===== src/include/soc_cfg.svh =====
// Reset lengths, monitor RAM size, CSR banks, address regions, GPIO widths and system ID
`ifndef SOC_CFG_SVH
`define SOC_CFG_SVH

// Cycles of system reset after the last reset request
`define RST_HOLD_CYCLES 64
// Flash comes out of reset well before the rest of the system
`define FLASH_RST_CYCLES 16

// Monitor scratch RAM depth in 32-bit words
`define MONITOR_WORDS 256

// Address bits 30..28 of the monitor RAM, bit 31 ignored
`define REGION_MONITOR 3'b001
// Address bits 30..29 of the CSR space
`define REGION_CSR 2'b11

// CSR bank numbers, address bits 13..10 of the CSR word address
`define CSR_BANK_SYSCTL 1
`define CSR_BANK_METER 9

// GPIO widths
`define NGPIO_IN 7
`define NGPIO_OUT 2

`define SYSTEM_ID 32'h1004_4D31

`endif


===== src/source/soc_pkg.sv =====
// Bus widths, CSR address type, bridge states, bus regions and CSR register indices
package soc_pkg;

	// Wishbone payload types
	typedef logic [31:0] wb_adr_t;
	typedef logic [31:0] wb_dat_t;
	typedef logic [3:0] wb_sel_t;

	// Bank in 13..10, register word index in 9..0
	typedef logic [13:0] csr_adr_t;

	typedef enum logic [1:0] {IDLE, ACCESS, LATCH, ACK} csrbrg_state_e;

	typedef enum logic [1:0] {REGION_NONE, REGION_MON, REGION_CSR_SPACE} bus_region_e;

	// System controller register map
	typedef enum logic [9:0] {
		GPIO_IN = 10'd0,
		GPIO_OUT = 10'd1,
		TIMER_CTRL = 10'd2,
		TIMER_COMPARE = 10'd3,
		TIMER_COUNT = 10'd4,
		SYSTEM_ID = 10'd5,
		HARD_RESET = 10'd6
	} sysctl_reg_e;

	// Bus meter register map
	typedef enum logic [9:0] {
		METER_CTRL = 10'd0,
		STB_COUNT = 10'd1,
		ACK_COUNT = 10'd2
	} meter_reg_e;

endpackage


===== src/source/bus_decoder.sv =====
// Wishbone region decoder with strobe steering and return path multiplexer
`timescale 1ns/1ps
`include "soc_cfg.svh"

module bus_decoder (
	input logic sys_clk,
	input logic sys_rst_i,
	input soc_pkg::wb_adr_t wb_adr_i,
	input logic wb_stb_i,
	input logic wb_cyc_i,
	output soc_pkg::wb_dat_t wb_dat_o,
	output logic wb_ack_o,
	output logic mon_stb_o,
	input soc_pkg::wb_dat_t mon_dat_i,
	input logic mon_ack_i,
	output logic csr_stb_o,
	input soc_pkg::wb_dat_t csr_dat_i,
	input logic csr_ack_i
);

	soc_pkg::bus_region_e region;
	logic access;

	// --------------------
	// Address decode
	// --------------------
	// Bit 31 is left out so shadow addresses alias
	always_comb begin
		if (wb_adr_i[30:28] == `REGION_MONITOR)
			region = soc_pkg::REGION_MON;
		else if (wb_adr_i[30:29] == `REGION_CSR)
			region = soc_pkg::REGION_CSR_SPACE;
		else
			region = soc_pkg::REGION_NONE;
	end

	// Strobe only counts inside a cycle
	assign access = wb_cyc_i & wb_stb_i;
	assign mon_stb_o = access & (region == soc_pkg::REGION_MON);
	assign csr_stb_o = access & (region == soc_pkg::REGION_CSR_SPACE);

	// --------------------
	// Return path
	// --------------------
	// Unmapped region never acks
	always_comb begin
		case (region)
			soc_pkg::REGION_MON: begin
				wb_dat_o = mon_dat_i;
				wb_ack_o = mon_ack_i;
			end
			soc_pkg::REGION_CSR_SPACE: begin
				wb_dat_o = csr_dat_i;
				wb_ack_o = csr_ack_i;
			end
			default: begin
				wb_dat_o = '0;
				wb_ack_o = 1'b0;
			end
		endcase
	end

	// Slaves only answer a strobe that is still held
	assert property (@(posedge sys_clk) disable iff (sys_rst_i)
		wb_ack_o |-> wb_stb_i);

endmodule


===== config.mk =====
export PLATFORM = sky130hd
export DESIGN_NAME = bus_decoder
export DESIGN_NICKNAME = d
export VERILOG_FILES = /design/src/source/soc_pkg.sv /design/src/source/bus_decoder.sv
export VERILOG_INCLUDE_DIRS = /design/src /design/src/include
export SDC_FILE = /design/constraint.sdc
export NUM_CORES = 1
export LEC_CHECK = 0
export ABC_AREA = 1
export ABC_CLOCK_PERIOD_IN_PS = 1200
export BUFFER_PORTS_ARGS = -buffer_cell sky130_fd_sc_hd__buf_2
export CAP_MARGIN = 20
export CORE_AREA = 2 2 53 55
export DETAILED_ROUTE_END_ITERATION = 7
export DIE_AREA = 0 0 55 57
export PLACE_DENSITY = 0.93
export RECOVER_POWER = 25
export SETUP_SLACK_MARGIN = 0.5
export SLEW_MARGIN = 5
export SYNTH_ARGS = -nofsm -noshare
export SYNTH_HDL_FRONTEND = slang
export SYNTH_SLANG_ARGS = --single-unit

===== constraint.sdc =====
create_clock -name vclk -period 1.2
set_input_delay 0.24 -clock vclk [all_inputs]
set_output_delay 0.24 -clock vclk [all_outputs]
set_load 0.005 [all_outputs]

# After elaboration in Yosys (flattened, before gate mapping)
# Cells that the tools add are included.
[totals] wordCells=11 reg_bits=0 output_inout_bits=35
[op_classes] bitwise_logic=3 eq_ne=4 mux=4
[ops] op="$pmux 32 s2" count=1
[ops] op="$eq 2x2->1 const B" count=2
[ops] op="$mux 2" count=2
[ops] op="$and 1x1->1" count=3
[ops] op="$eq 3x1->1 const B" count=1
[ops] op="$eq 2x1->1 const B" count=1
[ops] op="$pmux 1 s2" count=1

# Logic depth before layout (Yosys ltp)
[depth] ltp_word=5 ltp_mapped=5 mapped_depth_nobuf=4

# Least setup slack after synthesis
# Ideal clock, no wire load.
[synth_path] path_kind="input to output" startpoint="in wb_adr_i[28]" endpoint="out mon_stb_o" required_ns=0.960 cell_stages=4 path_buffers=2 path_slack_ns=0.245 t_arrival_ns=0.715 cell_sequence="buf_2 > buf_2 > nand2_1 > nor2_1"
[synth_via] elab_chain_len=4
[synth_lines] item="start: declaration" line="bus_decoder.sv:8" rtl="input soc_pkg::wb_adr_t wb_adr_i,"
[synth_lines] item="$eq 3x1->1 (no line)"
[synth_lines] item="$mux 2" line="bus_decoder.sv:29" rtl="if (wb_adr_i[30:28] == `REGION_MONITOR)"
[synth_lines] item="$eq 2x1->1" line="bus_decoder.sv:39" rtl="assign mon_stb_o = access & (region == soc_pkg::REGION_MON);"
[synth_lines] item="$and 1x1->1" line="bus_decoder.sv:39"
[synth_lines] item="end: declaration" line="bus_decoder.sv:13" rtl="output logic mon_stb_o,"
# No other way between the ends.

# Final worst setup path
[layout_path] startpoint="in wb_adr_i[29]" endpoint="out wb_dat_o[12]"
[layout_via] elab_chain_len=5 word_cells_on_any_way=7 classes_between="4 x eq/ne; 3 x mux"
[layout_lines] item="$eq 2x2->1 (no line)"
[layout_lines] item="$mux 2" line="bus_decoder.sv:31" rtl="else if (wb_adr_i[30:29] == `REGION_CSR)"
[layout_lines] item="$mux 2 (*)" line="bus_decoder.sv:29"
[layout_lines] item="$eq 2x2->1 or $eq 2x1->1 (tied branches)" line="bus_decoder.sv:47" rtl="case (region)"
[layout_lines] item="$pmux 32 s2 (*)" line="bus_decoder.sv:47"
[layout_lines] item="end: declaration" line="bus_decoder.sv:11" rtl="output soc_pkg::wb_dat_t wb_dat_o,"
# Mark *: on every way between the ends. The rest lies on a longest branch, timed or not.

==> impl_metrics.toml <==
[die]
fp.coreArea_um2 = 2620
start_util_pct = 22.0
rows = 19
dieArea_um2 = 3140
die_h_um = 57
top_level_ports = 137
fp.dieW_um = 55

[pwr]
p_seq_share_pct = 0
power.net_switching_mw = 0.178
irDropWorstVdd_v = 0.000152
p_comb_share_pct = 100.0
power_leakage_nw = 0.826
internal_power_mw = 0.208
p_clk_share_pct = 0
swShare_pct = 46.1
p_per_area_nw_per_um2 = 304

[worst_hold_path]
whs_path_depth = 4
holdCritPathClass = "in2out"

[synthesis]
seq_area_frac_synth_pct = 0
synth_warnings = 0
syn_nets = 218
synth.distinct_cells = 9
syn_area_um2 = 576
synth_cells = 116
avgSynthCellArea_um2 = 4.96

[placed_design]
place_ws_ns = 0.00908
dp_hpwl_um = 1930
io_buffers = 106
placed_area_um2 = 1160
gp_congestion = 0.663

[final_layout]
drive_above_1_share_pct = 65.8
n_clock_buffer = 0
syn_to_final_growth_pct = 121
regArea_um2 = 0
num-fill-cells = 295
diodes = 0
layout.nets = 323
nFlopsAndLatches = 0
fin_area_um2 = 1270

[drt]
viasPerCell = 4.33
routedWlPerCell_um = 9.62
firstDrtPassIters = 4
wl_um = 2400
drtIter0Drc = 8
dr_total_vias = 1083
ant_nets = 0
drc = 0

[timing]
fin_crit_sh_pct = 97.1
hold_viol = 0
max_freq_ghz = 0.858
slew_viol_final = 0
rsz0062_at_grt = "true"
slew_headroom_pct = 86.7
fin_ws_ns = 0.0347
tightest_slew_ns = 0.200
min_period_ns = 1.17
setup_viol = 0
whs_ns = 0.740
final.setup.tns_ns = 0

[worst_setup_path]
crit_type = "in2out"
required_ns = 0.96
path_max_fanout = 15
start_kind = "input pin"
arrival_ns = 0.93
cp-end-kind = "output pin"

[grt]
grt_pass1_wl_um = 3280
grt_usage_pct = 12.7
grt_pass1_vias = 903
antenna_found_initial = 0
overflow = 0
grt_max_degree = 20

[cts]
hold_buffers = 0

[run]
max-cap-violations = 0

[outcome]
status = "complete, no violations"
[path summary, 6_finish.rpt]
check | start | endpoint
setup / recovery | wb_adr_i[29] | wb_dat_o[12]
hold / removal | csr_dat_i[24] | wb_dat_o[24]
[synthesized netlist by cell type]
library cell	number	area [µm²]
buf_2	4	20.0
nand2_1	57	214
buf_12	1	20.0
buf_6	5	56.3
nand3_1	33	165
nor2_1	2	7.51
nor2_4	1	11.3
nand2_2	12	75.1
inv_4	1	6.26
[routing by layer]
metal	GRT usage, %	wire length, µm
met1	14.1	850
met4	1.05	0
met5	0	0
met3	0.524	242
met2	26.0	1310
[power by group through the flow]
stage / clock [mW] / combinational (mW) / sequential, mW
after floorplan: 0 / 0.153 / 0
after global placement: 0 / 0.348 / 0
after detailed placement: 0 / 0.354 / 0
after CTS: 0 / 0.365 / 0
after global routing: 0 / 0.432 / 0
final: 0 / 0.387 / 0
[stage by stage]
stage	util [%]	cells	power, mW
after floorplan	-	116	0.153
after global placement	44.2	249	0.348
after detailed placement	44.2	249	0.354
after CTS	45.3	250	0.365
after global routing	48.7	250	0.432
final	48.7	250	0.387
[kinds of logic after synthesis]
group	Yosys count	synth area share [%]
buf+inv	11	17.8
simple gates	105	82.2
[final cells by class]
type               instances  area [µm²]  area share (%)
inverters                  1        6.26           0.491
multi-input cells        105         563            44.2
well taps                 31        38.8            3.05
repair buffers           113         666            52.3
[critical path: stages]
cell     delay [ns]
buf_8          0.10
nor2_4         0.16
buf_12         0.18
nand3_2        0.08
nand2_1        0.05
buf_2          0.11
[timing repair]
item                       CTS  global route
pin swaps                    2             6
setup endpoints to repair   35            35
cloned                       0             0
resized for setup            6            19
buffers inserted             1             0
[cells in the final DEF, fill, tap and decap left out]
cell type,instances
nand2_4,1
nand2_2,12
nand2_1,56
nand3_1,18
buf_4,1
inv_4,1
buf_2,104
nor2_4,2
buf_12,5
nand3_2,15
buf_6,2
buf_8,1
nor2_1,1
(Power assumes the default switching activity.)
