[config.mk]
export PLATFORM = sky130hd
export DESIGN_NAME = reset_sequencer
export DESIGN_NICKNAME = d
export VERILOG_FILES = /design/src/source/reset_sequencer.sv
export VERILOG_INCLUDE_DIRS = /design/src /design/src/include
export SDC_FILE = /design/constraint.sdc
export NUM_CORES = 1
export LEC_CHECK = 0
export BUFFER_PORTS_ARGS = -buffer_cell sky130_fd_sc_hd__buf_4
export CAP_MARGIN = 20
export CORE_MARGIN = 1
export CORE_UTILIZATION = 30
export DETAILED_ROUTE_END_ITERATION = 8
export GPL_ROUTABILITY_DRIVEN = 0
export SLEW_MARGIN = 10
export SYNTH_ARGS = -nofsm -noshare
export SYNTH_HDL_FRONTEND = slang
export SYNTH_SLANG_ARGS = --single-unit
[constraint.sdc]
create_clock -name sys_clk -period 1.85 [get_ports sys_clk]
set_input_delay 0.185 -clock sys_clk [delete_from_list [all_inputs] [get_ports sys_clk]]
set_output_delay 0.185 -clock sys_clk [all_outputs]
set_load 0.01 [all_outputs]
[src/include/soc_cfg.svh]
// Reset lengths, monitor RAM size, CSR banks, address regions, GPIO widths and system ID
`ifndef SOC_CFG_SVH
`define SOC_CFG_SVH

// Cycles of system reset after the last reset request
`define RST_HOLD_CYCLES 64
// Flash comes out of reset well before the rest of the system
`define FLASH_RST_CYCLES 16

// Monitor scratch RAM depth in 32-bit words
`define MONITOR_WORDS 256

// Address bits 30..28 of the monitor RAM, bit 31 ignored
`define REGION_MONITOR 3'b001
// Address bits 30..29 of the CSR space
`define REGION_CSR 2'b11

// CSR bank numbers, address bits 13..10 of the CSR word address
`define CSR_BANK_SYSCTL 1
`define CSR_BANK_METER 9

// GPIO widths
`define NGPIO_IN 7
`define NGPIO_OUT 2

`define SYSTEM_ID 32'h1004_4D31

`endif

[src/source/reset_sequencer.sv]
// Reset sequencer with early flash reset release and long system reset hold
`timescale 1ns/1ps
`include "soc_cfg.svh"

module reset_sequencer (
	input logic sys_clk,
	input logic trigger_reset,
	input logic hard_reset_i,
	output logic sys_rst_o,
	output logic flash_rst_n_o
);

	logic request;
	logic [7:0] flash_cnt;
	logic [7:0] hold_cnt;

	// External reset or software hard reset
	assign request = trigger_reset | hard_reset_i;

	// Both counters reload on a request and run down to zero
	always_ff @(posedge sys_clk) begin
		if (request) begin
			flash_cnt <= 8'(`FLASH_RST_CYCLES);
			hold_cnt <= 8'(`RST_HOLD_CYCLES);
			flash_rst_n_o <= 1'b0;
			sys_rst_o <= 1'b1;
		end else begin
			if (flash_cnt != 8'd0)
				flash_cnt <= flash_cnt - 8'd1;
			if (hold_cnt != 8'd0)
				hold_cnt <= hold_cnt - 8'd1;
			// Outputs follow the count one edge later
			flash_rst_n_o <= (flash_cnt == 8'd0);
			sys_rst_o <= (hold_cnt != 8'd0);
		end
	end

	// Flash must be out of reset before the system starts
	assert property (@(posedge sys_clk) disable iff (trigger_reset)
		!sys_rst_o |-> flash_rst_n_o);

endmodule

=== Word-level counts from Yosys, hierarchy flattened ===
Cells that the tools add are included.

* Add/subtract/negate cells: 2
* Bitwise logic cells: 1
* Reductions and logical operators: 3

{| class="wikitable"
|+ Operators by type and width
! cell !! number
|-
| 8-bit nonzero test || 2
|-
| 8-bit by 1-bit subtractor with 8-bit output, second input constant || 2
|-
| 8-bit logical NOT || 1
|-
| 1-bit bitwise OR || 1
|}

* Register bits after elaboration: 18
* Bits of input ports: 3
* Output and inout port bits: 2

=== Depth between registers and ports, before layout ===
Gate-level depths: netlist (run 1).

* Word-level depth: 1
* Gate-level depth with buffers: 5

=== Least setup slack after synthesis (run 1) ===
No wires, ideal clock.

* Path type: register to register
* Start point: register flash_cnt[0]
* End point: register flash_cnt[6]
* Library setup time: 0.133 ns
* Arrival time: 1.409 ns
* Slack: 0.308 ns
* Stages on the path, launching flop included: 6
* Buffers on the path: 0
* Period minus slack after synthesis: 1.542 ns
* Cell sequence: dfxtp_1 -> inv_1 -> ha_1 -> or4b_2 -> o21ai_0 -> a21oi_1

* Word-level cells in the longest chain between the ends: 1
* Elaborated cells between the ends (all ways): 2

{| class="wikitable"
|+ Ends and longest elaborated chain
! what !! RTL line !! text
|-
| start, declared || reset_sequencer.sv:14 || <nowiki>logic [7:0] flash_cnt;</nowiki>
|-
| start signal, assigned || reset_sequencer.sv:23 || <nowiki>flash_cnt <= 8'(`FLASH_RST_CYCLES);</nowiki>
|-
| start signal, assigned || reset_sequencer.sv:29 || <nowiki>flash_cnt <= flash_cnt - 8'd1;</nowiki>
|-
| 8-bit by 1-bit subtractor with 8-bit output or 8-bit nonzero test (tied branches) || reset_sequencer.sv:29, reset_sequencer.sv:28 ||
|}

Several ways; a longest one is shown, not always the timed one.
A chain may end at the register's enable or synchronous reset.

=== Worst setup path in the final report (run 1) ===
* Start point: register flash_cnt[0]
* End point: register flash_cnt[1]

Same word-level chain as after synthesis.

==> impl_results.md, run 1 <==
- Via count: 718
- Post-CTS setup buffer count: 0
- Clock Root Buffer: clkbuf_4
- All-layer global routing usage: 0.134
- Share of cells above drive strength 1: 0.149
- Core ar.: about 2500 um2
- Critical Path Max Stage Delay: between 600 and 700 ps
- Initial DRT Pass Iterations: 4
- Startpoint Class: flip-flop
- Worst Max-Slew Pin Slew: ~570 ps
- Vias/cell: about 5.5
- Period utilization: 0.921
- Gr ovfl total: 0
- Antenna violations before repair: 0
- CTS resizes: 0
- Crit-path slowest cell: or4b_2
- Slew Viols, Final: 0
- Min Tclk post-route: 1700 ps
- Yosys top cell area share: 0.438
- Synth cell types: 32
- Power Density: 897 nW/um2
- Num CTS Buffers: 3
- Top Family by Delay on Critical Path: simple AND/OR/NAND/NOR gates
- Synth warnings: 0
- Arrival @ worst endpoint: between 1500 and 2000 ps
- Post-route insts no fill: roughly 130
- CP Class: flip-flop to flip-flop
- Clock latency on the worst-skew pair: just under 300 ps
- Setup TNS: 0 ps
- CTS tree: done
- Sequential share of the synthesized area: 0.438
- Post-route setup slack: between 100 and 150 ps
- Largest net degree at the start of global routing: 12
- Buffers on Ports: 4
- WP buf/inv: 1
- Max Clock Freq: just under 600 MHz
- Crit-path max FO: 5
- Cell Rows: 18
- Top cells by area, synth: dfxtp_1 44%, nor3_1 5.5%, ha_1 4.6%
- WL final: ~1.7 mm
- MaxCap Viol Count: 0
- Average size of a mapped cell: approximately 9 um2
- Endpoints failing setup: 0
- Final nets: approximately 110
- Die width: ~54 um
- DRC: 0
- Lkg Pwr: between 0.3 and 0.4 nW
- Commonest non-fill, non-tap cell in the layout: dfxtp_1
- Clock Skew: between 2 and 2.5 ps
- Initial drt markers: 13
- Post-synthesis cell area: 823 um2
- CTS max path bufs: 2
- Final hold viol count: 0
- Clk sinks: 18
- Commonest cells after routing, fill and taps aside: 18 x dfxtp_1, 9 x nor3_1, 6 x nor2_1, 6 x a21oi_1, 6 x buf_4
- Status: complete, no violations
- Crit path cell chain: inv_1 -> ha_1 -> or4b_2 -> nor3_1 -> a211oi_1
- ANT nets after route: 0
- Largest area contributor in the synthesized netlist: dfxtp_1
- Drt wl/cell: about 13 um
- Number of global-route vias before repair: around 660
- First-pass GRT wire length: roughly 2.8 mm
- Hold crit path type: primary input to flip-flop
- RSZ-0062 raised after global routing: no
- Crit path capture type: flip-flop
- Max-slew headroom: 0.615
- Maximum vdd drop: roughly 0.76 mV
- Required time of the critical path: between 2000 and 2500 ps
- N_diodes: 0
- Count of state elements after synthesis: 18
- Post-DP HPWL: around 1.2 mm
- CTS Hold Bufs: 0
- Place WS: 219 ps
- Initial Utilization: 0.324
- DP Cell Count: about 130
- Die H: about 54 um
- Area Growth Syn to Fin: 14.0%
- Number of H-tree levels: 1
- Post-Syn Nets: approximately 100
- Reg clk slew, reported paths: 110 ps
- Number of top-level pins: 5
- Mapped Cells: 92
- Die area: between 2000 and 3000 um2
-- sequential cells by signal (all words and copies together) (netlist names) --
register       cells
flash_cnt          8
hold_cnt           8
flash_rst_n_o      1
sys_rst_o          1
-- synthesized netlist by cell type --
master / count
dfxtp_1: 18
nor3_1: 9
a21oi_1: 6
nor2_1: 6
inv_1: 5
o21ai_0: 5
nand2_1: 4
ha_1: 3
nand3_1: 3
o31ai_1: 3
a211oi_1: 2
and3_1: 2
mux2i_1: 2
nor4_1: 2
nor4b_1: 2
o211ai_1: 2
or3_1: 2
or4_4: 2
clkbuf_1: 1
nand2b_1: 1
nand3b_1: 1
nand4_1: 1
nor2b_1: 1
nor3b_1: 1
o21a_1: 1
o221ai_1: 1
or2_2: 1
or3b_2: 1
or4_1: 1
or4b_2: 1
xnor2_1: 1
xor2_1: 1
-- metal layers --
layer | part of all wire | GRT usage | vias up
li1 | - | - | 364
met2 | 0.50 | 0.236 | 10
met3 | 0.041 | 0.0583 | 0
met1 | 0.46 | 0.160 | 344
met4 | 0 | 0 | 0
met5 | 0 | 0 | -
-- cells by family (layout without fill, tap and decap cells) --
logic type / Yosys count / after routing / share of synthesized area
AO/OA/AOI/OAI: 20 / 20 / 0.150
XOR/XNOR: 2 / 2 / 0.0213
adder cells (fa/ha/maj): 3 / 3 / 0.0456
buffers and inverters: 6 / 15 / 0.0274
flip-flops: 18 / 18 / 0.438
multiplexers: 2 / 2 / 0.0243
AND/OR/NAND/NOR: 41 / 41 / 0.293
-- worst reg2reg max path, cell delays in order (launching register included) --
cell and delay, ps:
dfxtp_1 340, inv_1 80, ha_1 200, or4b_2 680, nor3_1 220, a211oi_1 80
-- path summary, 6_finish.rpt --
| path | slack, ps | to | start | cells past startpoint |
|---|---|---|---|---|
| max | 150 | flash_cnt[1]$_SDFFE_PP0N_ | flash_cnt[0]$_SDFFE_PP0N_ | 5 |
| min | 250 | sys_rst_o$_SDFF_PP1_ | trigger_reset | 4 |
| max reg2reg | 150 | flash_cnt[1]$_SDFFE_PP0N_ | flash_cnt[0]$_SDFFE_PP0N_ | 5 |
| min reg2reg | 500 | hold_cnt[7]$_SDFFE_PP0P_ | hold_cnt[7]$_SDFFE_PP0P_ | 2 |
-- power breakdown --
part           internal [W]  switching (W)
Clock              0.000120       0.000126
Combinational     0.0000735      0.0000787
Sequential         0.000413      0.0000305
-- area by class of cell --
cell class | instances | area, um2
clock buffers | 4 | 36.3
fillers | 263 | 1610
inverters | 5 | 18.8
multi-input cells | 68 | 440
flip-flops and latches | 18 | 360
well taps | 30 | 37.5
repair buffers | 6 | 45.0
-- per-stage QoR --
stage / hold WS, ps / area (um2) / util / power (W)
global route: 249 / 938 / 0.369 / 0.000896
global placement: 470 / 902 / 0.354 / 0.000599
floorplan: 368 / 823 / - / 0.000563
CTS: 244 / 938 / 0.369 / 0.000855
finish: 252 / 938 / 0.369 / 0.000841
detailed placement: 486 / 902 / 0.354 / 0.000604
No activity file was read; power rests on OpenSTA's default activity.
==> run 2, diff against run 1 <==
- GPL_TIMING_DRIVEN: default -> 0
- MAX_ROUTING_LAYER: default -> met4
==> run 2 against run 1 <==
Compared with the run above: clock power is 3% higher; total power is 0.47% higher; non-clock buffer count is 1 lower; wire length decreased by 5.2%; die area stayed put; global-route usage is 0.22 points higher; via count fell by 1.4%; worst setup slack improved by 11 ps; hold slack worse by 13 ps; design area fell by 1.2%; sequential share of layout area increased by 0.47 points; largest cell class unchanged.
==> impl_results.md, run 2 (synthesized netlist as in run 1, its figures left out) <==
- N_diodes: 0 (unchanged)
- DRC: 0 (unchanged)
- Setup TNS: 0 ps (unchanged)
- Clock latency on the worst-skew pair: 300 ps (was 290 ps)
- Slew Viols, Final: 0 (unchanged)
- CTS resizes: 0 (unchanged)
- First-pass GRT wire length: 2.77 mm (was 2.83 mm)
- Core ar.: 2540 um2 (unchanged)
- Die area: 2960 um2 (unchanged)
- Final instance area: 927 um2 (was 938 um2)
- Max Clock Freq: 591 MHz (was 587 MHz)
- Startpoint Class: flip-flop (unchanged)
- Number of top-level pins: 5 (unchanged)
- CTS Hold Bufs: 0 (unchanged)
- Arrival @ worst endpoint: 1870 ps (was 1890 ps)
- Clock Skew: 3.21 ps (was 2.32 ps)
- Initial drt markers: 21 (was 13)
- Period utilization: 0.915 (was 0.921)
- Share of cells above drive strength 1: 0.130 (was 0.149)
- WL final: 1.61 mm (was 1.70 mm)
- Largest net degree at the start of global routing: 11 (was 12)
- Number of H-tree levels: 1 (unchanged)
- Worst R2R Setup Slack: 160 ps (was 150 ps)
- Reg clk slew, reported paths: 110 ps (about the same)
- Buffers on Ports: 4 (unchanged)
- Endpoints failing setup: 0 (unchanged)
- Post-CTS setup buffer count: 0 (unchanged)
- Via count: 708 (was 718)
- Power Density: 912 nW/um2 (was 897 nW/um2)
- Die H: 54.4 um (unchanged)
- Drt wl/cell: 12.4 um (was 13.0 um)
- Die width: 54.4 um (unchanged)
- Vias/cell: 5.45 (was 5.48)
- Lkg Pwr: 0.357 nW (was 0.366 nW)
- ANT nets after route: 0 (unchanged)
- Commonest cells after routing, fill and taps aside: 18 x dfxtp_1, 9 x nor3_1, 6 x nor2_1, 6 x a21oi_1 (was 18 x dfxtp_1, 9 x nor3_1, 6 x nor2_1, 6 x a21oi_1, 6 x buf_4)
- Maximum vdd drop: 0.701 mV (was 0.764 mV)
- Num CTS Buffers: 3 (unchanged)
- Fin Hold WS: 239 ps (was 252 ps)
- All-layer global routing usage: 0.137 (was 0.134)
- Antenna violations before repair: 0 (unchanged)
- Post-DP Area: 891 um2 (was 902 um2)
- Post-DP HPWL: 1.17 mm (was 1.22 mm)
- Status: complete, no violations (unchanged)
- Gr ovfl total: 0 (unchanged)
- Initial DRT Pass Iterations: 4 (unchanged)
- Min Tclk post-route: 1690 ps (was 1700 ps)
- Required time of the critical path: 2030 ps (was 2040 ps)
- Final hold viol count: 0 (unchanged)
- Clk sinks: 18 (unchanged)
- Crit path capture type: flip-flop (unchanged)
- Hold crit path type: primary input to flip-flop (unchanged)
- Regs by FF count: flash_cnt: 8 flops, hold_cnt: 8 flops (unchanged)
- Initial Utilization: 0.324 (unchanged)
- Worst Max-Slew Pin Slew: 672 ps (was 572 ps)
- Cell Rows: 18 (unchanged)
- Area Growth Syn to Fin: 12.6% (was 14.0%)
- Commonest non-fill, non-tap cell in the layout: dfxtp_1 (unchanged)
- MaxCap Viol Count: 0 (unchanged)
- Max-slew headroom: 0.550 (was 0.615)
- Number of global-route vias before repair: 637 (was 657)
- Final nets: 107 (was 108)
- RSZ-0062 raised after global routing: no (unchanged)
- CTS max path bufs: 2 (unchanged)
- Crit-path max FO: 5 (unchanged)
- CP Class: flip-flop to flip-flop (unchanged)
- Clock Root Buffer: clkbuf_4 (unchanged)
- CTS tree: done (unchanged)
## run 2: through the flow
stage,util,worst slack (ps),std cells,total power [W]
after floorplan,-,308,92,0.000563
after global placement,0.350,214,126,0.000595
after detailed placement,0.350,181,126,0.000601
after CTS,0.364,162,130,0.000849
after global routing,0.364,27.8,130,0.000894
final,0.364,158,130,0.000845
## run 2: worst max-delay path, stage by stage, from the launching register on
cell and delay, ps:
dfxtp_1 340, inv_1 80, ha_1 210, or4b_2 680, o21ai_0 180, a21oi_1 80
## run 2: final timing paths
kind,depth (start not counted),end,start
worst max-delay path,5,flash_cnt[6]$_SDFFE_PP0N_,flash_cnt[0]$_SDFFE_PP0N_
worst max register to register,5,flash_cnt[6]$_SDFFE_PP0N_,flash_cnt[0]$_SDFFE_PP0N_
worst min register to register,2,hold_cnt[7]$_SDFFE_PP0P_,hold_cnt[7]$_SDFFE_PP0P_
worst min-delay path,3,sys_rst_o$_SDFF_PP1_,trigger_reset
## run 2: cell type report
cell class	count	area [um2]
Fill cell	264	1620
Multi-Input combinational cell	68	440
Sequential cell	18	360
Tap cell	30	37.5
Clock buffer	4	36.3
Timing Repair Buffer	4	30.0
Inverter	5	18.8
Buffer	1	3.75
## run 2: power breakdown
group	switching, W	internal (W)	leakage, nW	total, W
clock	0.000133	0.000120	0.0210	0.000253
sequential	0.0000296	0.000413	0.147	0.000442
combinational	0.0000791	0.0000709	0.188	0.000150
## run 2: routing by layer
layer | wire length, um | part of all wire | global-route usage | vias to the layer above
met1 | 721 | 0.45 | 0.156 | 335
met5 | 0 | 0 | - | -
met4 | 8 | 0.0050 | 0.0427 | 0
met2 | 810 | 0.50 | 0.226 | 13
li1 | - | - | - | 358
met3 | 68 | 0.042 | 0.0444 | 2
