[src/include/soc_cfg.svh]
// Reset lengths, monitor RAM size, CSR banks, address regions, GPIO widths and system ID
`ifndef SOC_CFG_SVH
`define SOC_CFG_SVH

// Cycles of system reset after the last reset request
`define RST_HOLD_CYCLES 64
// Flash comes out of reset well before the rest of the system
`define FLASH_RST_CYCLES 16

// Monitor scratch RAM depth in 32-bit words
`define MONITOR_WORDS 256

// Address bits 30..28 of the monitor RAM, bit 31 ignored
`define REGION_MONITOR 3'b001
// Address bits 30..29 of the CSR space
`define REGION_CSR 2'b11

// CSR bank numbers, address bits 13..10 of the CSR word address
`define CSR_BANK_SYSCTL 1
`define CSR_BANK_METER 9

// GPIO widths
`define NGPIO_IN 7
`define NGPIO_OUT 2

`define SYSTEM_ID 32'h1004_4D31

`endif

[src/source/soc_pkg.sv]
// Bus widths, CSR address type, bridge states, bus regions and CSR register indices
package soc_pkg;

	// Wishbone payload types
	typedef logic [31:0] wb_adr_t;
	typedef logic [31:0] wb_dat_t;
	typedef logic [3:0] wb_sel_t;

	// Bank in 13..10, register word index in 9..0
	typedef logic [13:0] csr_adr_t;

	typedef enum logic [1:0] {IDLE, ACCESS, LATCH, ACK} csrbrg_state_e;

	typedef enum logic [1:0] {REGION_NONE, REGION_MON, REGION_CSR_SPACE} bus_region_e;

	// System controller register map
	typedef enum logic [9:0] {
		GPIO_IN = 10'd0,
		GPIO_OUT = 10'd1,
		TIMER_CTRL = 10'd2,
		TIMER_COMPARE = 10'd3,
		TIMER_COUNT = 10'd4,
		SYSTEM_ID = 10'd5,
		HARD_RESET = 10'd6
	} sysctl_reg_e;

	// Bus meter register map
	typedef enum logic [9:0] {
		METER_CTRL = 10'd0,
		STB_COUNT = 10'd1,
		ACK_COUNT = 10'd2
	} meter_reg_e;

endpackage

[src/source/bus_meter.sv]
// Bus usage meter CSR bank counting monitor RAM strobe and ack cycles
`timescale 1ns/1ps
`include "soc_cfg.svh"

module bus_meter (
	input logic sys_clk,
	input logic sys_rst_i,
	input soc_pkg::csr_adr_t csr_a_i,
	input logic csr_we_i,
	input soc_pkg::wb_dat_t csr_di_i,
	output soc_pkg::wb_dat_t csr_do_o,
	input logic mon_stb_i,
	input logic mon_ack_i
);

	logic bank_sel;
	logic meter_en;
	logic [31:0] stb_count;
	logic [31:0] ack_count;

	assign bank_sel = (csr_a_i[13:10] == 4'(`CSR_BANK_METER));

	// Counters and control register
	always_ff @(posedge sys_clk) begin
		if (sys_rst_i) begin
			meter_en <= 1'b0;
			stb_count <= '0;
			ack_count <= '0;
		end else if (csr_we_i && bank_sel && csr_a_i[9:0] == soc_pkg::METER_CTRL) begin
			meter_en <= csr_di_i[0];
			// Bit 1 clears both counts
			if (csr_di_i[1]) begin
				stb_count <= '0;
				ack_count <= '0;
			end
		end else if (meter_en) begin
			stb_count <= stb_count + {31'd0, mon_stb_i};
			ack_count <= ack_count + {31'd0, mon_ack_i};
		end
	end

	// Registered read data, zero outside this bank
	always_ff @(posedge sys_clk) begin
		if (sys_rst_i || !bank_sel)
			csr_do_o <= '0;
		else begin
			case (csr_a_i[9:0])
				soc_pkg::METER_CTRL: csr_do_o <= {31'd0, meter_en};
				soc_pkg::STB_COUNT: csr_do_o <= stb_count;
				soc_pkg::ACK_COUNT: csr_do_o <= ack_count;
				default: csr_do_o <= '0;
			endcase
		end
	end

endmodule

[config.mk]
export PLATFORM = sky130hd
export DESIGN_NAME = bus_meter
export DESIGN_NICKNAME = d
export VERILOG_FILES = /design/src/source/soc_pkg.sv /design/src/source/bus_meter.sv
export VERILOG_INCLUDE_DIRS = /design/src /design/src/include
export SDC_FILE = /design/constraint.sdc
export NUM_CORES = 1
export LEC_CHECK = 0
export ABC_AREA = 1
export BUFFER_PORTS_ARGS = -buffer_cell sky130_fd_sc_hd__buf_4
export CORE_MARGIN = 2
export CORE_UTILIZATION = 60
export DETAILED_ROUTE_END_ITERATION = 7
export GPL_ROUTABILITY_DRIVEN = 1
export GPL_TIMING_DRIVEN = 0
export PLACE_DENSITY_LB_ADDON = 0.25
export SLEW_MARGIN = 20
export SYNTH_ARGS = -nofsm -noshare
export SYNTH_HDL_FRONTEND = slang
export SYNTH_SLANG_ARGS = --single-unit
[constraint.sdc]
create_clock -name sys_clk -period 2.78 [get_ports sys_clk]
set_clock_uncertainty 0.05 [all_clocks]
set_input_delay 0.417 -clock sys_clk [delete_from_list [all_inputs] [get_ports sys_clk]]
set_output_delay 0.417 -clock sys_clk [all_outputs]
set_load 0.05 [all_outputs]
# Word level (Yosys, flattened, before mapping)

Index checks and enable logic that the tools add are counted.
W data, S select, Z words.

Flip-flop bits (word level): 97
Output and inout port bits: 32
Logic and storage cells: 23

Add/subtract/negate cells: 2
Eq/ne operators: 4
Multiplexer cells: 6
Reduce and logical (&&, ||, !) cells: 7

Operators by type and width:

| operator              | count |
|---|---|
| $mux W32              | 5 |
| $pmux W32 S3          | 1 |
| $add A32 B1 Y32       | 2 |
| $eq A10 B1 Y1 const B | 1 |
| $eq A10 B2 Y1 const B | 1 |
| $logic_not A10 Y1     | 1 |
| $eq A4 B4 Y1 const B  | 1 |
| $logic_and A1 B1 Y1   | 2 |
| $ne A2 B2 Y1 const B  | 1 |
| $reduce_and A2 Y1     | 1 |
| $reduce_bool A2 Y1    | 1 |
| $logic_not A1 Y1      | 1 |
| $logic_or A1 B1 Y1    | 1 |

# Longest topological paths before layout

Gate-level depths: netlist of run 1.

Depth after elaboration: 5
Mapped depth: 12
Depth with buffers taken out: 12

# Least setup slack after synthesis of run 1

Ideal clock, no wire load.

Path kind: input to register
Start point: input mon_ack_i
End point: register ack_count[24]
Setup time: 111 ps
Arrival: 1576 ps
Data required time: 2619 ps
Path slack: 1043 ps
Stages on the path: 11
Path buffers: 0
Cells stage by stage: ha_1 > ha_1 > nand2_1 > nor2_2 > nand2_2 > nor2_1 > nand3_1 > nand3_1 > nand2_1 > inv_1 > nor2_1

Word-level cells in the longest chain between the ends: 3

Ends and longest elaborated chain:

| element              | RTL line        | RTL |
|---|---|---|
| from (decl)          | bus_meter.sv:13 | `input logic mon_ack_i` |
| $add A32 B1 Y32      | bus_meter.sv:38 | `ack_count <= ack_count + {31'd0, mon_ack_i};` |
| $mux W32             | bus_meter.sv:36 | `end else if (meter_en) begin` |
| $mux W32             | bus_meter.sv:29 | `end else if (csr_we_i && bank_sel && csr_a_i[9:0] == soc_pkg::METER_CTRL) begin` |
| to (signal assigned) | bus_meter.sv:38 |  |
| to (decl)            | bus_meter.sv:19 | `logic [31:0] ack_count;` |

Every way passes these cells. The select of a mux whose other input is x is not followed.
A chain may end at the register's enable or synchronous reset.

# Worst setup path in the final report of run 1

Start point: register stb_count[0]
End point: register stb_count[18]

Word-level cells in the longest chain between the ends: 3

Ends and longest elaborated chain:

| element                | RTL line        | RTL |
|---|---|---|
| from (decl)            | bus_meter.sv:18 | `logic [31:0] stb_count;` |
| from (signal assigned) | bus_meter.sv:37 | `stb_count <= stb_count + {31'd0, mon_stb_i};` |
| $add A32 B1 Y32        | bus_meter.sv:37 |  |
| $mux W32               | bus_meter.sv:36 |  |
| $mux W32               | bus_meter.sv:29 |  |

Every way passes these cells. The select of a mux whose other input is x is not followed.

==> results of run 1 <==
[power groups by stage]
stage | Combinational (mW) | Clock, mW | Sequential [mW]
6_report | 0.0609 | 0.941 | 1.39
5_1_grt | 0.0662 | 1.00 | 1.39
4_1_cts | 0.0592 | 0.934 | 1.39
3_5_place_dp | 0.0590 | 0 | 1.42
3_3_place_gp | 0.0584 | 0 | 1.42
2_1_floorplan | 0.0253 | 0 | 1.42
[cells in the mapped netlist]
cell	n	area share
nand2_1	322	0.22
nor2_1	151	0.10
dfxtp_1	97	0.35
nand3_1	96	0.088
inv_1	94	0.064
a21oi_1	73	0.067
clkbuf_1	19	0.013
nand4_1	12	0.014
o21ai_0	11	0.010
nor3_1	10	0.0091
buf_2	6	0.0055
nor2_2	5	0.0057
buf_4	4	0.0055
ha_1	4	0.0091
xor2_1	4	0.0064
buf_6	3	0.0062
buf_1	2	0.0014
nand2_2	2	0.0023
nand3b_1	2	0.0027
and2_1	1	0.0011
and3_1	1	0.0011
inv_2	1	0.00068
nand2_4	1	0.0021
nand3_2	1	0.0018
nand4_2	1	0.0023
nor2_4	1	0.0021
o21bai_1	1	0.0014
xnor2_1	1	0.0016
[state kept, by name (all words and copies together), names as in the netlist]
name,count
ack_count,32
csr_do_o,32
stb_count,32
meter_en,1
[logic make-up (layout without fill, tap and decap cells)]
| kind of cell | Yosys count | in the layout | synth area share |
|---|---|---|---|
| simple gates | 606 | 606 | 0.4549 |
| buf+inv | 129 | 195 | 0.09640 |
| flops | 97 | 97 | 0.3537 |
| compound gates | 85 | 85 | 0.07794 |
| xor+xnor | 5 | 5 | 0.007976 |
| fa+ha+maj | 4 | 4 | 0.009116 |
[final timing paths]
check,from,endpoint,slack [ps],depth (start not counted)
max,stb_count[0],stb_count[18],590,10
min,csr_di_i[0],meter_en,320,3
max reg2reg,stb_count[0],stb_count[18],590,10
min reg2reg,stb_count[0],stb_count[0],460,2
[layer usage]
| metal | GRT usage | part of all wire | vias up |
|---|---|---|---|
| met5 | 0 | 0 | - |
| li1 | - | - | 3029 |
| met2 | 0.5691 | 0.44 | 344 |
| met4 | 0.1834 | 0.051 | 0 |
| met3 | 0.07027 | 0.11 | 81 |
| met1 | 0.4721 | 0.40 | 2691 |
[through the flow]
stage	worst slack (ps)	hold WS, ps	cells
detailed placement	528.6	446.3	1085
global placement	538.7	442.0	1085
CTS	657.8	311.7	1100
global route	387.6	364.0	1100
floorplan	1043	415.7	926
finish	591.1	321.1	1100
[placed cells by master (no fill, tap or decap)]
cell type	synthesis	routed
inv_1	94	94
and3_1	1	1
buf_1	2	2
nand2_1	322	322
nand3b_1	2	2
ha_1	4	4
buf_2	6	6
o21bai_1	1	1
bufinv_16	0	1
inv_6	0	1
buf_4	4	55
nor2_4	1	1
o21ai_0	11	11
clkbuf_8	0	10
clkbuf_1	19	20
buf_6	3	3
nor3_1	10	10
nand4_1	12	12
a21oi_1	73	73
nor2_1	151	151
and2_1	1	1
nor2_2	5	5
nand2_2	2	2
clkinv_2	0	1
nand3_2	1	1
nand2_4	1	1
inv_2	1	1
nand4_2	1	1
dfxtp_1	97	97
xor2_1	4	4
clkinv_4	0	1
nand3_1	96	96
xnor2_1	1	1
[worst max-delay path: cells and delay by family (launching register included)]
| kind | cells | cell delay [ps] |
|---|---|---|
| compound gates | 1 | 230 |
| buf+inv | 1 | 30 |
| flops | 1 | 370 |
| fa+ha+maj | 2 | 370 |
| simple gates | 6 | 1060 |
[final cells by class]
cell class,instances,area share
well taps,108,0.02179
flip-flops and latches,97,0.3131
inverters,95,0.05749
plain buffers,34,0.02784
multi-input cells,700,0.4868
clock buffers,11,0.02280
clock inverters,4,0.008473
repair buffers,51,0.06173
==> impl_metrics.ini, run 1 <==
[grt]
grt_max_degree = 16
antenna_found_initial = 0
track_usage = 0.3612
grt_first_pass_wirelength_um = 28100
grt-ovfl-total = 0
grt_pass1_vias = 5640

[routing]
viasPerCell = 5.586
first_pass_iters = 6
dr_total_vias = 6145
first_iter_violations = 714
drtAntennaViolNets = 0
drc = 0
routed_wl_um = 17230
wire_per_inst_um = 15.66

[clock_network]
numCtsBuffers = 9
cts.repair.resized = 0
cts_tree = done
clk_pin_slew_worst_paths_ps = 100
cts_root_buf = clkbuf_8
cts_max_path_buffers = 2
worstSkewPairLatency_ps = 360
htree_levels = 3
cts.sinks = 97
post_cts_buffers = 0
cts_hold_buf = 0

[critical_path]
path_class = flip-flop to flip-flop
slowest_delay_ps = 410
start_kind = flip-flop
cp_max_fo = 6
end_kind = flip-flop
path_cells = ha_1 -> ha_1 -> nand2_1 -> nor2_1 -> nand3_1 -> o21ai_0 -> nand3_1 -> nand2_1 -> inv_1 -> nor2_1
critPathSlowestCell = nor2_1
critPathArrivalTime_ps = 2450
required_ps = 3040

[sta]
slew_headroom = 0.4856
drv_slew = 0
max_freq_mhz = 456.9
hold_viol = 0
worst_pin_slew_ps = 771.7
rsz0062_at_grt = no
setup_tns_ps = 0
finalCriticalPeriod_ps = 2189
period_share = 0.7874
finalSetupViolations = 0

[placement]
postPlaceCellArea_mm2 = 0.006008
finalWeightedCongestion = 0.9553
io_buffer_count = 51
dp_hpwl_um = 12810

[die]
die_y_um = 99.66
initial_utilization = 0.6235
core_mm2 = 0.008806
die_area_mm2 = 0.009931
rows = 34
ios = 83
die_x_um = 99.66

[pwr]
seqPwrFrac = 0.581
p_per_area_mw_per_mm2 = 385.3
swShare = 0.2248
finalPower_mw = 2.390
p_leak_nw = 2.486
p_switching_uw = 537.2
power_frac_comb = 0.025
p_int_mw = 1.853
ir_drop_v = 0.0002073
clkPwrFrac = 0.394

[synth]
ys_types = 28
synth_fp_nets = 981
ys_ff_latch = 97
avgSynthCellArea_um2 = 5.929
ys_seq_area_frac = 0.3537
synth_cells = 926
yosysWarnings = 0
syn_area_mm2 = 0.005490

[final_layout]
seq_area_mm2 = 0.001942
antenna_cells = 0
nets = 1043
final_util = 0.7043
syn_to_final_growth_pct = 12.97
stdcell_area_mm2 = 0.006202
drive_gt1_frac = 0.09073
multiInputGateArea_mm2 = 0.003019
n_fill_cell = 833

[flow_run]
max-cap-violations = 0

[min_path]
hold_class = input port to flip-flop

[outcome]
status = complete, no violations
Power figures use the tool's default switching activity.
==> inputs of run 2 (changes only) <==
--- a/config.mk
+++ b/config.mk
@@ -9,7 +9,7 @@
 export ABC_AREA = 1
 export BUFFER_PORTS_ARGS = -buffer_cell sky130_fd_sc_hd__buf_4
 export CORE_MARGIN = 2
-export CORE_UTILIZATION = 60
+export CORE_UTILIZATION = 52
 export DETAILED_ROUTE_END_ITERATION = 7
 export GPL_ROUTABILITY_DRIVEN = 1
 export GPL_TIMING_DRIVEN = 0
==> constraint.sdc (replaced) <==
create_clock -name sys_clk -period 1.9 [get_ports sys_clk]
set_clock_uncertainty 0.05 [all_clocks]
set_input_delay 0.285 -clock sys_clk [delete_from_list [all_inputs] [get_ports sys_clk]]
set_output_delay 0.285 -clock sys_clk [all_outputs]
set_load 0.05 [all_outputs]
==> impl_metrics.ini, run 2 (synthesis results as in run 1) <==
[outcome]
status = complete, no violations

[routing]
dr_total_vias = 6113
drc = 0
m1WireLength_um = 7475
first_pass_iters = 5
top_layer = met4
routed_wl_um = 17570
drtAntennaViolNets = 0
wire_per_inst_um = 15.48
first_iter_violations = 603
wl_met2_um = 7929
route.met3.wl_um = 1793
viasPerCell = 5.386

[die]
core_mm2 = 0.01028
die_x_um = 106.8
die_area_mm2 = 0.01140
die_y_um = 106.8
rows = 37
ios = 83
initial_utilization = 0.5342

[critical_path]
critPathSlowestCell = dfxtp_1
path_class = flip-flop to flip-flop
reg2reg_depth = 5
crit_path_end = ack_count[0]
end_kind = flip-flop
cp_max_fo = 10
path_cells = nand2_2 -> inv_1 -> clkbuf_1 -> nand2_1 -> a21oi_1
critPathArrivalTime_ps = 2140
slowest_delay_ps = 560
crit-reg2reg-capture = ack_count[0]
reg2reg_from = meter_en
crit_path_start = meter_en
r2r_slack_ps = 4
start_kind = flip-flop
required_ps = 2150

[clock_network]
cts_root_buf = clkbuf_8
htree_levels = 3
numCtsBuffers = 9
cts.sinks = 97
cts_max_path_buffers = 2
worstSkewPairLatency_ps = 380
clk_pin_slew_worst_paths_ps = 100
cts_hold_buf = 0
cts_tree = done

[sta]
max_freq_mhz = 527.5
holdWs_ps = 147.4
slew_headroom = 0.4527
hold_viol = 0
finalSetupViolations = 0
drv_slew = 0
finalCriticalPeriod_ps = 1896
period_share = 0.9977
worst_pin_slew_ps = 820.9

[final_layout]
stdcell_area_mm2 = 0.006429
final_cell_mix = nand2_1 (319), nor2_1 (140), nand3_1 (94), dfxtp_1 (94), inv_1 (93)
reg_top3 = ack_count x32, csr_do_o x32, stb_count x32
syn_to_final_growth_pct = 17.09
drive_gt1_frac = 0.1251
nets = 1049
antenna_cells = 0
final_common_cell = nand2_1

[grt]
antenna_found_initial = 0
grt_max_degree = 19
track_usage = 0.3141
grt_first_pass_wirelength_um = 27650
grt-ovfl-total = 0
grt_pass1_vias = 5289

[placement]
postPlaceCellArea_mm2 = 0.006043
io_buffer_count = 51
dp_hpwl_um = 12800
finalWeightedCongestion = 0.9704

[pwr]
p_per_area_mw_per_mm2 = 537.5
p_leak_nw = 2.520
ir_drop_v = 0.0003568

[min_path]
hold_class = input port to flip-flop

[flow_run]
max-cap-violations = 0
## run 2: changes by cell type in the layout (fill, tap and decap cells not counted), moves of 3 or more
cell / change
nand2_1: -3
nor2_4: +10
dfxtp_1: -3
buf_4: +6
nor2_1: -11
dfxtp_2: +3
ha_1: -4
## run 2: through the flow
step	worst slack (ps)	instances	total power, mW	setup TNS (ps)	util
floorplan	239.8	926	2.116	0	-
global placement	-186.1	1113	2.165	-4419	0.5880
detailed placement	-200.9	1113	2.165	-4318	0.5880
CTS	-17.96	1129	3.460	-43.47	0.6094
global route	-30.66	1135	3.553	-60.08	0.6255
finish	4.363	1135	3.456	0	0.6255
## run 2: repair_timing
action | 4_1_cts | 5_1_grt
setup endpoints to repair | 17 | 38
resized for setup | 9 | 34
pin swaps | 0 | 6
buffers inserted | 0 | 6
## run 2: routing by layer
layer  global-route usage  up-vias
met5                    0        -
met4              0.08905        0
met3              0.05471       29
met2               0.5005      284
met1               0.4377     2755
li1                     -     3045
## run 2: how the worst min path moves through the flow
stage | startpoint | depth (start not counted) | endpoint | slack (ps)
after floorplan | csr_di_i[0] | 2 | meter_en | 410
final | csr_di_i[0] | 3 | meter_en | 150
after CTS | csr_di_i[0] | 3 | meter_en | 150
after detailed placement | ack_count[0] | 2 | ack_count[0] | 450
after global routing | csr_di_i[0] | 3 | meter_en | 150
after global placement | ack_count[16] | 2 | csr_do_o[16] | 440
## run 2: final cells by class
class,count,area (um^2)
Multi-Input combinational cell,700,3167
Timing Repair Buffer,57,427.9
Fill cell,1033,3849
Tap cell,136,170.2
Inverter,95,356.6
Sequential cell,97,1946
Clock inverter,7,63.81
Clock buffer,9,123.9
Buffer,34,173.9
## run 2: report_power, final
| part | internal [mW] | total [mW] | switching (mW) |
|---|---|---|---|
| registers | 2.03 | 2.03 | 0.0000327 |
| clock network | 0.501 | 1.33 | 0.833 |
| logic | 0.0359 | 0.0897 | 0.0539 |
## run 2: worst max-delay path, delay by kind of cell, from the launching register on
| kind | cells | cell delay (ps) |
|---|---|---|
| AO/OA/AOI/OAI | 1 | 200 |
| buffers and inverters | 2 | 760 |
| flip-flops | 1 | 560 |
| AND/OR/NAND/NOR | 2 | 240 |
